File: src/mips_pkg.sv
/*
 * MIPS back-end shared definitions
 * word and register sizes, data memory depth,
 * memory operation codes and the pipeline bundles
 */
package mips_pkg;

	// ====================
	// sizes
	// ====================
	// machine word
	localparam int DATA_W = 32;
	// register index width and register count
	localparam int REG_AW = 5;
	localparam int NUM_REGS = 1 << REG_AW;
	// data memory word address width and depth
	localparam int DMEM_AW = 8;
	localparam int DMEM_DEPTH = 1 << DMEM_AW;
	// byte offset bits below the word address
	localparam int ADDR_LSB = 2;

	// ====================
	// opcodes
	// ====================
	// memory operation of the instruction in the stage
	typedef enum logic [1:0] {
		MEM_NONE  = 2'b00,
		MEM_LOAD  = 2'b01,
		MEM_STORE = 2'b10
	} mem_op_e;

	// ====================
	// pipeline bundles
	// ====================
	// execute to memory stage
	typedef struct packed {
		mem_op_e             mem_op;
		logic                branch;
		logic                zero;
		logic                mem_to_reg;
		logic                reg_write;
		logic [DATA_W-1:0]   alu_result;
		logic [DATA_W-1:0]   store_data;
		logic [REG_AW-1:0]   dest_reg;
	} ex_mem_t;

	// memory stage to write-back
	typedef struct packed {
		logic                mem_to_reg;
		logic                reg_write;
		logic [DATA_W-1:0]   mem_data;
		logic [DATA_W-1:0]   alu_result;
		logic [REG_AW-1:0]   dest_reg;
	} mem_wb_t;

endpackage
File: src/mem_stage.sv
/*
 * memory-access stage
 * resolves the branch and registers the
 * memory-to-writeback bundle every cycle
 */
module mem_stage import mips_pkg::*; (
	input  logic                i_clk,
	input  logic                i_rst_n,
	// bundle from execute
	input  ex_mem_t             i_ex_mem,
	// word returned by the data memory
	input  logic [DATA_W-1:0]   i_mem_rd_data,
	// branch taken, to the fetch PC mux
	output logic                o_pcsrc,
	// registered bundle to write-back
	output mem_wb_t             o_mem_wb
);

	// ====================
	// signals
	// ====================
	// pipeline register
	mem_wb_t mem_wb_q;
	// value captured at the next edge
	mem_wb_t mem_wb_d;
	// destination is register zero
	logic dest_is_zero;

	// ====================
	// branch decision
	// ====================
	// taken when a branch sees a zero result
	assign o_pcsrc = i_ex_mem.branch & i_ex_mem.zero;

	// ====================
	// next bundle
	// ====================
	assign dest_is_zero = (i_ex_mem.dest_reg == '0);

	always_comb begin
		// control bits
		mem_wb_d.mem_to_reg = i_ex_mem.mem_to_reg;
		// a write to r0 dies here
		mem_wb_d.reg_write  = i_ex_mem.reg_write & ~dest_is_zero;
		// loaded word from memory
		mem_wb_d.mem_data   = i_mem_rd_data;
		// alu result passes through
		mem_wb_d.alu_result = i_ex_mem.alu_result;
		// target register
		mem_wb_d.dest_reg   = i_ex_mem.dest_reg;
	end

	// ====================
	// mem/wb register
	// ====================
	// holds the bundle for write-back
	always_ff @(posedge i_clk or negedge i_rst_n) begin
		if (!i_rst_n) begin
			mem_wb_q <= '0;
		end else begin
			// advances on every edge
			mem_wb_q <= mem_wb_d;
		end
	end

	assign o_mem_wb = mem_wb_q;

endmodule

File: config.mk
export PLATFORM = sky130hd
export DESIGN_NAME = mem_stage
export DESIGN_NICKNAME = d
export VERILOG_FILES = /design/src/mips_pkg.sv /design/src/mem_stage.sv
export SDC_FILE = /design/constraint.sdc
export NUM_CORES = 1
export LEC_CHECK = 0
export BUFFER_PORTS_ARGS = -buffer_cell sky130_fd_sc_hd__buf_4
export CORE_MARGIN = 3
export CORE_UTILIZATION = 37
export DETAILED_ROUTE_END_ITERATION = 12
export GPL_TIMING_DRIVEN = 0
export PLACE_DENSITY = 0.83
export SETUP_SLACK_MARGIN = 0.1
export SYNTH_ARGS = -nofsm -noshare
export SYNTH_HDL_FRONTEND = slang
export SYNTH_SLANG_ARGS = --single-unit
File: constraint.sdc
create_clock -name i_clk -period 0.8 [get_ports i_clk]
set_input_delay 0.16 -clock i_clk [delete_from_list [all_inputs] [get_ports i_clk]]
set_output_delay 0.16 -clock i_clk [all_outputs]
set_load 0.005 [all_outputs]
### Yosys cells after proc, flatten, opt, wreduce, memory -nomap -nowiden

Cells that the tools add are included.

| operators by class | value |
|---|---|
| bitwise operators | 3 |
| reductions and logical operators | 1 |

Operators with widths:

| kind | count |
|---|---|
| $logic_not A5 Y1 | 1 |
| $and A1 B1 Y1 | 2 |
| $not A1 Y1 | 1 |

| word-level totals | value |
|---|---|
| flip-flop bits (word level) | 71 |
| input bits | 109 |

### Depth between registers and ports, before layout

| logic depth | value |
|---|---|
| word-level depth | 3 |
| mapped depth | 2 |

### Worst setup path before layout

Ideal clock, no wire load.

| timing | value |
|---|---|
| path type | input-to-reg |
| from | input i_ex_mem[2] (netlist name) |
| to | register mem_wb_q, in the netlist o_mem_wb[69] |
| setup time | 0.119 ns |
| arrival time | 0.829 ns |
| data required time | 0.681 ns |
| setup slack | -0.147 ns |
| stages | 2 |
| buffers on the path | 0 |
| cell sequence | or4_1 -> o21a_1 |

RTL lines:

| element | line | RTL |
|---|---|---|
| start: declaration | mem_stage.sv:10 | `input ex_mem_t i_ex_mem,` |
| end signal: assignment | mem_stage.sv:62 | `mem_wb_q <= mem_wb_d;` |
| end: declaration | mem_stage.sv:23 | `mem_wb_t mem_wb_q;` |

### Final worst setup path

| timing | value |
|---|---|
| from | register mem_wb_q, in the netlist o_mem_wb[29] |
| to | output o_mem_wb[29] (netlist name) |

RTL lines:

| element | line | RTL |
|---|---|---|
| end: declaration | mem_stage.sv:16 | `output mem_wb_t o_mem_wb` |

No word-level cell between the ends.

==> results_dict.tcl <==
set metrics [dict create \
    ys_warn_count 0 \
    swShare 0.211 \
    slew_viol_final 0 \
    crit_fanout 1 \
    finalHoldViolCount 71 \
    cts_num_sinks 71 \
    crit_path_cell_trace "buf_6" \
    clockRootBuffer "clkbuf_8" \
    path_class "flop to output pin" \
    grt_pass1_wl_mm 10.5 \
    cts_buffers 9 \
    grt_antenna_before_repair 0 \
    power-per-cell-area_nw_per_um2 1960 \
    die_h_um 75.7 \
    fp.dieW_um 75.7 \
    synth_cell_types 4 \
    vias_per_cell 4.28 \
    core_um2 4530 \
    p_int_uw 6490 \
    worstPathArrival_ps 880 \
    gp_congestion 0.677 \
    grt_max_degree 72 \
    overflow 0 \
    first_iter_violations 61 \
    final_common_cell "buf_6" \
    path_buf_inv 1 \
    p_leak_uw 0.00204 \
    slowest_stage "dfrtp_1" \
    syn-cell-area_um2 1800 \
    cpLargestDelayFamily "flip-flops" \
    seq_power_share 0.472 \
    worst_setup_path_start_kind "flop" \
    vias 1589 \
    rsz0062_at_grt "yes" \
    postCtsHoldBufs 70 \
    start_util 0.397 \
    crit_path_end_kind "output pin" \
    timing.hold.ws_ps -73.3 \
    hold_class "input pin to asynchronous set/reset pin" \
    finalSetupViolations 71 \
    track_usage 0.273 \
    wl_per_cell_um 19.9 \
    syn_inst 74 \
    clockPowerShare 0.392 \
    post-route-util 0.924 \
    drive_gt1_frac 0.529 \
    preCtsSetupSlack_ps -280 \
    portBuffers 146 \
    cts.clk_slew.worst_paths_ps 80 \
    tightest_slew_ps 847 \
    largest_reg_flops 71 \
    pin_count 181 \
    drtAntennaViolNets 0 \
    syn_to_final_growth_pct 133 \
    rows 24 \
    wirelength_mm 7.38 \
    cp_slowest_stage_delay_ps 420 \
    cap_violations 0 \
    cts_tree "built" \
    status "finished with violations" \
    comb_power_share 0.136 \
    grt_pass1_vias 1863 \
    nets 410 \
    antenna-diode-count 0 \
    syn-num-nets 183 \
    firstDrtPassIters 4 \
    drc 0 \
    cts_setup_buffers 0 \
    yosysSeqAreaShare 0.988 \
    crit_cells 1 \
    netSwitchingPower_uw 1730 \
    max_freq_mhz 958 \
    die_area_um2 5730 \
    min_period_over_period 1.31 \
    period_needed_ps 1040 \
    mostFrequentLayoutCells "75 x buf_6, 71 x buf_4, 71 x dfrtp_1" \
    max-vdd-ir-drop_mv 2.14 \
    worstPathRequired_ps 640 \
    max-slew-margin-rel 0.436 \
    htreeDepth 3 \
    cts.path.max_buffers 2 \
    violations "hold timing, setup timing" \
    ys_ff_latch 71 \
    avgSynthCellArea_um2 24.3 \
    fin_ws_ps -244 \
]
## synthesized netlist by cell type
cell	instances	area (um^2)
dfrtp_1	71	1780
or4_1	1	7.51
and2_1	1	6.26
o21a_1	1	7.51
## area by class of cell
type	instances	area (um^2)
timing repair buffer	216	2080
tap	65	81.3
fill	140	347
sequential	71	1780
clock buffer	13	159
multi-input combinational	3	27.5
clock inverter	3	65.1
## per-stage QoR
| stage | std cells | setup TNS [ps] | cell area [um^2] | power [uW] |
|---|---|---|---|---|
| after detailed placement | 285 | -4450 | 2980 | 4570 |
| after CTS | 371 | -13280 | 4180 | 8130 |
| after global placement | 285 | -4210 | 2980 | 4550 |
| after global routing | 371 | -15580 | 4190 | 8470 |
| final | 371 | -13710 | 4190 | 8220 |
| after floorplan | 74 | -147 | 1800 | 3920 |
## cells by family (layout without fill, tap and decap cells)
| kind of cell | Yosys count | count (layout) | share of synthesized area |
|---|---|---|---|
| and+or+nand+nor | 2 | 2 | 0.00766 |
| AOI/OAI and AO/OA | 1 | 1 | 0.00418 |
| DFF | 71 | 71 | 0.988 |
| buffers and inverters | 0 | 232 | 0 |
## power by group through the flow
stage	Combinational, uW	Sequential [uW]	Clock [uW]
floorplan	5.48	3910	0
global placement	663	3880	0
detailed placement	677	3890	0
CTS	1070	3860	3200
global route	1190	3890	3390
finish	1120	3880	3220
## worst max-delay path by stage
stage | end | slack, ps | start
6_report | o_mem_wb[29] | -240 | o_mem_wb[29]
5_1_grt | o_mem_wb[31] | -260 | o_mem_wb[31]
4_1_cts | o_mem_wb[40] | -200 | o_mem_wb[40]
3_5_place_dp | o_mem_wb[69] | -280 | i_ex_mem[2]
3_3_place_gp | o_mem_wb[69] | -270 | i_ex_mem[2]
2_1_floorplan | o_mem_wb[69] | -150 | i_ex_mem[2]
## repair_timing
item / 4_1_cts / 5_1_grt
pin swaps: 2 / 2
resized for setup: 75 / 2
endpoints found under the setup margin: 73 / 72
endpoints found under the hold margin: 141 / 26
## layer usage
metal  up-vias  share of wire  GRT usage
met4         0          0.016      0.109
met2       119           0.55      0.490
li1        683              -          -
met5         -              0          0
met3        10           0.11      0.116
met1       777           0.33      0.277
No activity file was read; power rests on OpenSTA's default activity.
