===== src/mips_pkg.sv =====
/*
 * MIPS back-end shared definitions
 * word and register sizes, data memory depth,
 * memory operation codes and the pipeline bundles
 */
package mips_pkg;

	// ====================
	// sizes
	// ====================
	// machine word
	localparam int DATA_W = 32;
	// register index width and register count
	localparam int REG_AW = 5;
	localparam int NUM_REGS = 1 << REG_AW;
	// data memory word address width and depth
	localparam int DMEM_AW = 8;
	localparam int DMEM_DEPTH = 1 << DMEM_AW;
	// byte offset bits below the word address
	localparam int ADDR_LSB = 2;

	// ====================
	// opcodes
	// ====================
	// memory operation of the instruction in the stage
	typedef enum logic [1:0] {
		MEM_NONE  = 2'b00,
		MEM_LOAD  = 2'b01,
		MEM_STORE = 2'b10
	} mem_op_e;

	// ====================
	// pipeline bundles
	// ====================
	// execute to memory stage
	typedef struct packed {
		mem_op_e             mem_op;
		logic                branch;
		logic                zero;
		logic                mem_to_reg;
		logic                reg_write;
		logic [DATA_W-1:0]   alu_result;
		logic [DATA_W-1:0]   store_data;
		logic [REG_AW-1:0]   dest_reg;
	} ex_mem_t;

	// memory stage to write-back
	typedef struct packed {
		logic                mem_to_reg;
		logic                reg_write;
		logic [DATA_W-1:0]   mem_data;
		logic [DATA_W-1:0]   alu_result;
		logic [REG_AW-1:0]   dest_reg;
	} mem_wb_t;

endpackage

===== src/regfile_wb.sv =====
/*
 * write-back and register file
 * selects the result, writes it to the 32-entry file,
 * register zero hard-wired, write-through read port
 */
module regfile_wb import mips_pkg::*; (
	input  logic                i_clk,
	input  logic                i_rst_n,
	// bundle from the memory stage
	input  mem_wb_t             i_mem_wb,
	// read port, stands in for decode
	input  logic [REG_AW-1:0]   i_rd_addr,
	output logic [DATA_W-1:0]   o_rd_data
);

	// ====================
	// signals
	// ====================
	// writable registers only, r0 has no storage
	logic [DATA_W-1:0] regs [1:NUM_REGS-1];

	// selected write-back value
	logic [DATA_W-1:0] wb_data;
	// write this cycle
	logic wr_en;
	// read hits the pending write
	logic rd_bypass;

	// ====================
	// result select
	// ====================
	// loaded word or alu result
	assign wb_data = i_mem_wb.mem_to_reg ? i_mem_wb.mem_data : i_mem_wb.alu_result;

	// r0 is never written
	assign wr_en = i_mem_wb.reg_write && (i_mem_wb.dest_reg != '0);

	// ====================
	// register array
	// ====================
	always_ff @(posedge i_clk or negedge i_rst_n) begin
		if (!i_rst_n) begin
			// all registers read 0 after reset
			for (int i = 1; i < NUM_REGS; i++) begin
				regs[i] <= '0;
			end
		end else if (wr_en) begin
			regs[i_mem_wb.dest_reg] <= wb_data;
		end
	end

	// ====================
	// read port
	// ====================
	// same-cycle forward of the write value
	assign rd_bypass = wr_en && (i_rd_addr == i_mem_wb.dest_reg);

	always_comb begin
		if (i_rd_addr == '0) begin
			// hard-wired zero
			o_rd_data = '0;
		end else if (rd_bypass) begin
			// write-through
			o_rd_data = wb_data;
		end else begin
			o_rd_data = regs[i_rd_addr];
		end
	end

endmodule


===== config.mk =====
export PLATFORM = sky130hd
export DESIGN_NAME = regfile_wb
export DESIGN_NICKNAME = d
export VERILOG_FILES = /design/src/mips_pkg.sv /design/src/regfile_wb.sv
export SDC_FILE = /design/constraint.sdc
export NUM_CORES = 2
export LEC_CHECK = 0
export BUFFER_PORTS_ARGS = -buffer_cell sky130_fd_sc_hd__buf_4
export CELL_PAD_IN_SITES_DETAIL_PLACEMENT = 1
export CELL_PAD_IN_SITES_GLOBAL_PLACEMENT = 1
export CORE_ASPECT_RATIO = 1.1
export CORE_MARGIN = 3
export CORE_UTILIZATION = 45
export DETAILED_ROUTE_END_ITERATION = 10
export GPL_TIMING_DRIVEN = 0
export MAX_ROUTING_LAYER = met4
export PLACE_DENSITY_LB_ADDON = 0.2
export SLEW_MARGIN = 30
export SYNTH_ARGS = -nofsm -noshare
export SYNTH_HDL_FRONTEND = slang
export SYNTH_SLANG_ARGS = --single-unit
export TNS_END_PERCENT = 5

===== constraint.sdc =====
create_clock -name i_clk -period 1.7 [get_ports i_clk]
set_input_delay 0.085 -clock i_clk [delete_from_list [all_inputs] [get_ports i_clk]]
set_output_delay 0.085 -clock i_clk [all_outputs]
set_load 0.01 [all_outputs]

==> Word level (Yosys, flattened, before mapping) <==
Index checks and enable logic that the tools add are counted.
{ "totals": {"wordCells": 51, "out_inout_bits": 32, "in_bits": 78, "regBits": 992} }
{ "classes": {"muxes": 9, "n_lt_le_gt_ge": 3, "bitwise": 2, "eq_ne": 1, "n_reduce_logical": 5} }
{ "op_table": {"columns": ["operator", "n"], "rows": [
  ["bitwise mux 992 bit", 1],
  ["two-way mux 32 bit", 6],
  ["binary-select mux 32 bit (select 5 bit)", 1],
  ["demux 32 bit (select 5 bit)", 1],
  [">= comparator 6 bit, second input constant", 2],
  ["inverter 5 -> 6 bit", 2],
  ["< comparator 6 x 1 -> 1 bit, second input constant", 1],
  ["== test 5 bit", 1],
  ["logical NOT 5 bit", 1],
  ["nonzero test 5 bit", 1],
  ["logical AND 1 bit", 3]
]} }

==> Logic depth before layout (Yosys ltp) <==
{ "depth": {"depth_word": 6, "mapped_depth": 9, "mapped_depth_nobuf": 5} }

==> Worst setup path after synthesis <==
Ideal clock, no wire load.
{ "synth_timing": {"path_kind": "in2out", "start": "input i_rd_addr[0]", "end": "output o_rd_data[10]", "path_slack_ns": -0.082, "required_time_ns": 1.615, "n_path_buf": 3, "arrival_time_ns": 1.697, "path_stages": 8, "path_cell_list": "buf_4 > buf_6 > xnor2_1 > nand4_1 > a211oi_4 > buf_4 > nor3_1 > a221oi_1"} }
{ "synth_via": {"elab_chain_cells": 6, "word_cells_on_any_way": 9, "cone_classes": "1 x eq/ne; 5 x mux; 1 x bitwise; 2 x reduce/logical"} }
{ "synth_rtl": {"columns": ["element", "line_no", "text"], "rows": [
  ["start: declaration", "regfile_wb.sv:12", "input logic [REG_AW-1:0] i_rd_addr,"],
  ["inverter 5 -> 6 bit (implied by the code)", "regfile_wb.sv:66", "o_rd_data = regs[i_rd_addr];"],
  ["binary-select mux 32 bit (select 5 bit)", "regfile_wb.sv:66", null],
  ["two-way mux 32 bit (implied by the code) (2 in series)", "regfile_wb.sv:66", null],
  ["two-way mux 32 bit", "regfile_wb.sv:62", "end else if (rd_bypass) begin"],
  ["two-way mux 32 bit (*)", "regfile_wb.sv:59", "if (i_rd_addr == '0) begin"],
  ["end: declaration", "regfile_wb.sv:13", "output logic [DATA_W-1:0] o_rd_data"]
]} }
Every way passes the cells marked *; elsewhere a longest branch is shown, timed or not. The select of a mux whose other input is x is not followed.

==> Final worst setup path <==
{ "layout_timing": {"start": "input i_rd_addr[2]", "end": "output o_rd_data[12]"} }
The elaborated chain is that of the path after synthesis.

==> summary.md <==
| Metric | Value |
|---|---|
| Avg Inst Size Synth | `10.43 um^2` |
| WS Path Type | `primary input to output pin` |
| Post-synthesis cell type count | `42` |
| Port bufs | `98` |
| Max reg flops | `992` |
| Vias after detailed routing | `35550` |
| Most common cell on crit path | `buf_4` |
| Skew final | `0 ns` |
| Nets | `4589` |
| Post-Syn Instances | `4216` |
| RR Startpoint | `regs[6]$_DFFE_PN0P_` |
| Design Area, Final | `53610 um^2` |
| Post-synth top flop | `dfrtp_1` |
| Antenna-violating nets left | `0` |
| Final setup vio count | `95` |
| Area growth, synth to finish | `21.97%` |
| CTS tree | `built` |
| Die area | `101500 um^2` |
| Post-Syn Area | `43950 um^2` |
| Post-layout util | `0.5565` |
| Worst slew margin relative to its limit | `0.3598` |
| Fmax achieved | `0.3811 GHz` |
| Residual DRC | `0` |
| Total power | `71.13 mW` |
| Status | `complete, but fails checks` |
| All-Layer GR Usage | `0.3255` |
| Drt via density | `6.055` |
| Layout cell share with drive strength beyond 1 | `0.2193` |
| DP Area | `46570 um^2` |
| Final hold slack | `-0.6338 ns` |
| Die width | `304.0 um` |
| I/O pin count | `110` |
| Max Cap Viol | `0` |
| Number of fill cells | `10180` |
| Max Buffers Root-to-Sink | `3` |
| Critical Path End Type | `output pin` |
| Cell Chain, Critical Path | `buf_2 > buf_6 > buf_4 > buf_4 > a211oi_1 > a21oi_1 > o211ai_1 > a221oi_4 > buf_4` |
| FF+latch count, synth | `992` |
| Unrepaired setup endpoints after global routing | `yes` |
| Initial antenna violation count | `7` |
| Worst EP required | `1.62 ns` |
| Async SR Flop Fraction | `1.000` |
| Final hold vios | `266` |
| Core Box Area | `96330 um^2` |
| Largest regs | `regs (992)` |
| Root Buffer | `clkbuf_16` |
| Critical Path AT | `2.54 ns` |
| Pin count of the biggest net entering global routing | `124` |
| Syn nets | `4294` |
| PnR worst setup slack | `-0.9242 ns` |
| CTS buffer count | `106` |
| Sink Count | `992` |
| Biggest register | `regs` |
| Vias in the first global route | `37360` |
| EDFF count, synth | `0` |
| Crit Path Max Fanout | `10` |
| Post-synthesis sequential area ratio | `0.5648` |
| Die Ht | `333.8 um` |
| Syn. warnings | `0` |
| Violated checks | `hold timing, setup timing` |
| Rows | `119` |
| CP Launch Point | `i_rd_addr[2]` |
| Slowest stage delay, CP | `0.51 ns` |
| Dpl hpwl | `118100 um` |
| Minimum clock period | `2.624 ns` |
| Slowest cell on crit path | `a221oi_4` |
| First-pass GRT wire length | `242400 um` |
| Worst hold path class | `primary input to async pin` |
| Final period util | `1.544` |
| Detailed Route Iter0 Violations | `3015` |
| Pleak | `23.06 nW` |
| DR WL/cell | `27.99 um` |
| Maximum VDD drop | `0.8532 mV` |
| Clock transition at path regs | `0.06 ns` |
| Worst-margin pin slew | `0.9603 ns` |
| Routability-driven placement congestion ratio | `0.9504` |
| H-tree Lvls | `3` |
| Type of origin of the critical path | `primary input` |
| WL final | `164300 um` |
| Pre-CTS setup slack | `-1.890 ns` |
| Starting Density | `0.4562` |
| Power Dens Cells | `1327 nW/um^2` |
| Drt first pass iters | `5` |
| Overflow after GRT | `0` |
| Worst-Skew Late Latency | `0.67 ns` |
| Slew Limit Fails | `0` |
[power breakdown]
part	switching, mW	total (mW)	internal [mW]	leakage (nW)
clock	10.0	24.7	14.7	1.83
combinational	8.16	14.6	6.45	8.88
sequential	3.02	31.8	28.8	12.4
total	21.2	71.1	49.9	23.1
[cells by family after synthesis]
| group | share of synthesized area |
|---|---|
| AO/OA/AOI/OAI | 0.1569 |
| XOR/XNOR | 0.0009963 |
| buffers and inverters | 0.04111 |
| flip-flops | 0.5648 |
| multiplexers | 0.1295 |
| AND/OR/NAND/NOR | 0.1068 |
[layer usage]
metal,wire length [um],track usage
met1,68350,0.4214
met2,80030,0.5288
met3,9583,0.04737
met4,6363,0.1124
met5,0,-
[path summary, 6_finish.rpt]
| path | endpoint | slack (ns) | depth (start not counted) |
|---|---|---|---|
| setup / recovery | o_rd_data[12] | -0.92 | 9 |
| hold / removal | regs[633]$_DFFE_PN0P_ | -0.63 | 1 |
| setup reg to reg | regs[6]$_DFFE_PN0P_ | 0.84 | 3 |
| hold reg to reg | regs[767]$_DFFE_PN0P_ | 0.48 | 2 |
| max in group asynchronous | regs[135]$_DFFE_PN0P_ | 0.30 | 4 |
| min in group i_clk | regs[971]$_DFFE_PN0P_ | -0.12 | 3 |
[layout make-up]
type | count | area, um^2 | area share
plain buffers | 410 | 2073 | 0.03867
repair buffers | 190 | 1799 | 0.03356
clock buffers | 161 | 3266 | 0.06092
well taps | 1270 | 1589 | 0.02964
inverters | 1 | 7.507 | 0.0001400
multi-input cells | 2810 | 19620 | 0.3660
flip-flops and latches | 992 | 24820 | 0.4631
clock inverters | 32 | 416.7 | 0.007772
diodes | 5 | 12.51 | 0.0002334
[cells in the mapped netlist, types with 22 or more instances]
cell         n  area share
dfrtp_1    992        0.56
nor2_1     569       0.049
nand2_1    542       0.046
a21oi_1    522       0.059
o21ai_0    480       0.055
clkbuf_1   285       0.024
mux2i_1    150       0.034
mux4_2     146       0.075
buf_2      100       0.011
mux2_2      80       0.020
o22ai_1     55      0.0078
nor3_1      33      0.0038
a211oi_1    32      0.0055
nor2b_1     25      0.0036
a2111oi_0   22      0.0044
a22o_1      22      0.0044
a22oi_1     22      0.0038
o311ai_0    22      0.0044
[metrics by stage]
stage,cells,TNS (ns)
floorplan,4216,-1.394
global placement,5584,-
detailed placement,5594,-1120.25
CTS,5819,-44.90
global route,5870,-36.52
finish,5871,-28.00
[repair_timing]
| action | CTS | global route |
|---|---|---|
| hold endpoints to repair | 343 | 213 |
| pin swaps | 38 | 67 |
| hold buffers | 32 | 21 |
| setup endpoints to repair | 966 | 700 |
| gates resized for setup | 299 | 299 |
| setup buffers | 3 | 26 |
[critical path: cells and delay by family]
family / cells / cell delay (ns)
AOI/OAI and AO/OA: 4 / 1.09
buffers and inverters: 5 / 1.34
[cells in the final DEF, fill, tap and decap left out, types with 51 or more instances in the layout]
master	n
dfrtp_1	992
nor2_1	554
nand2_1	532
a21oi_1	519
o21ai_0	480
clkbuf_1	221
buf_4	151
mux4_2	146
clkbuf_16	111
mux2i_1	92
mux2_2	71
buf_2	70
clkbuf_2	68
dlygate4sd3_1	51
(Power assumes the default switching activity.)
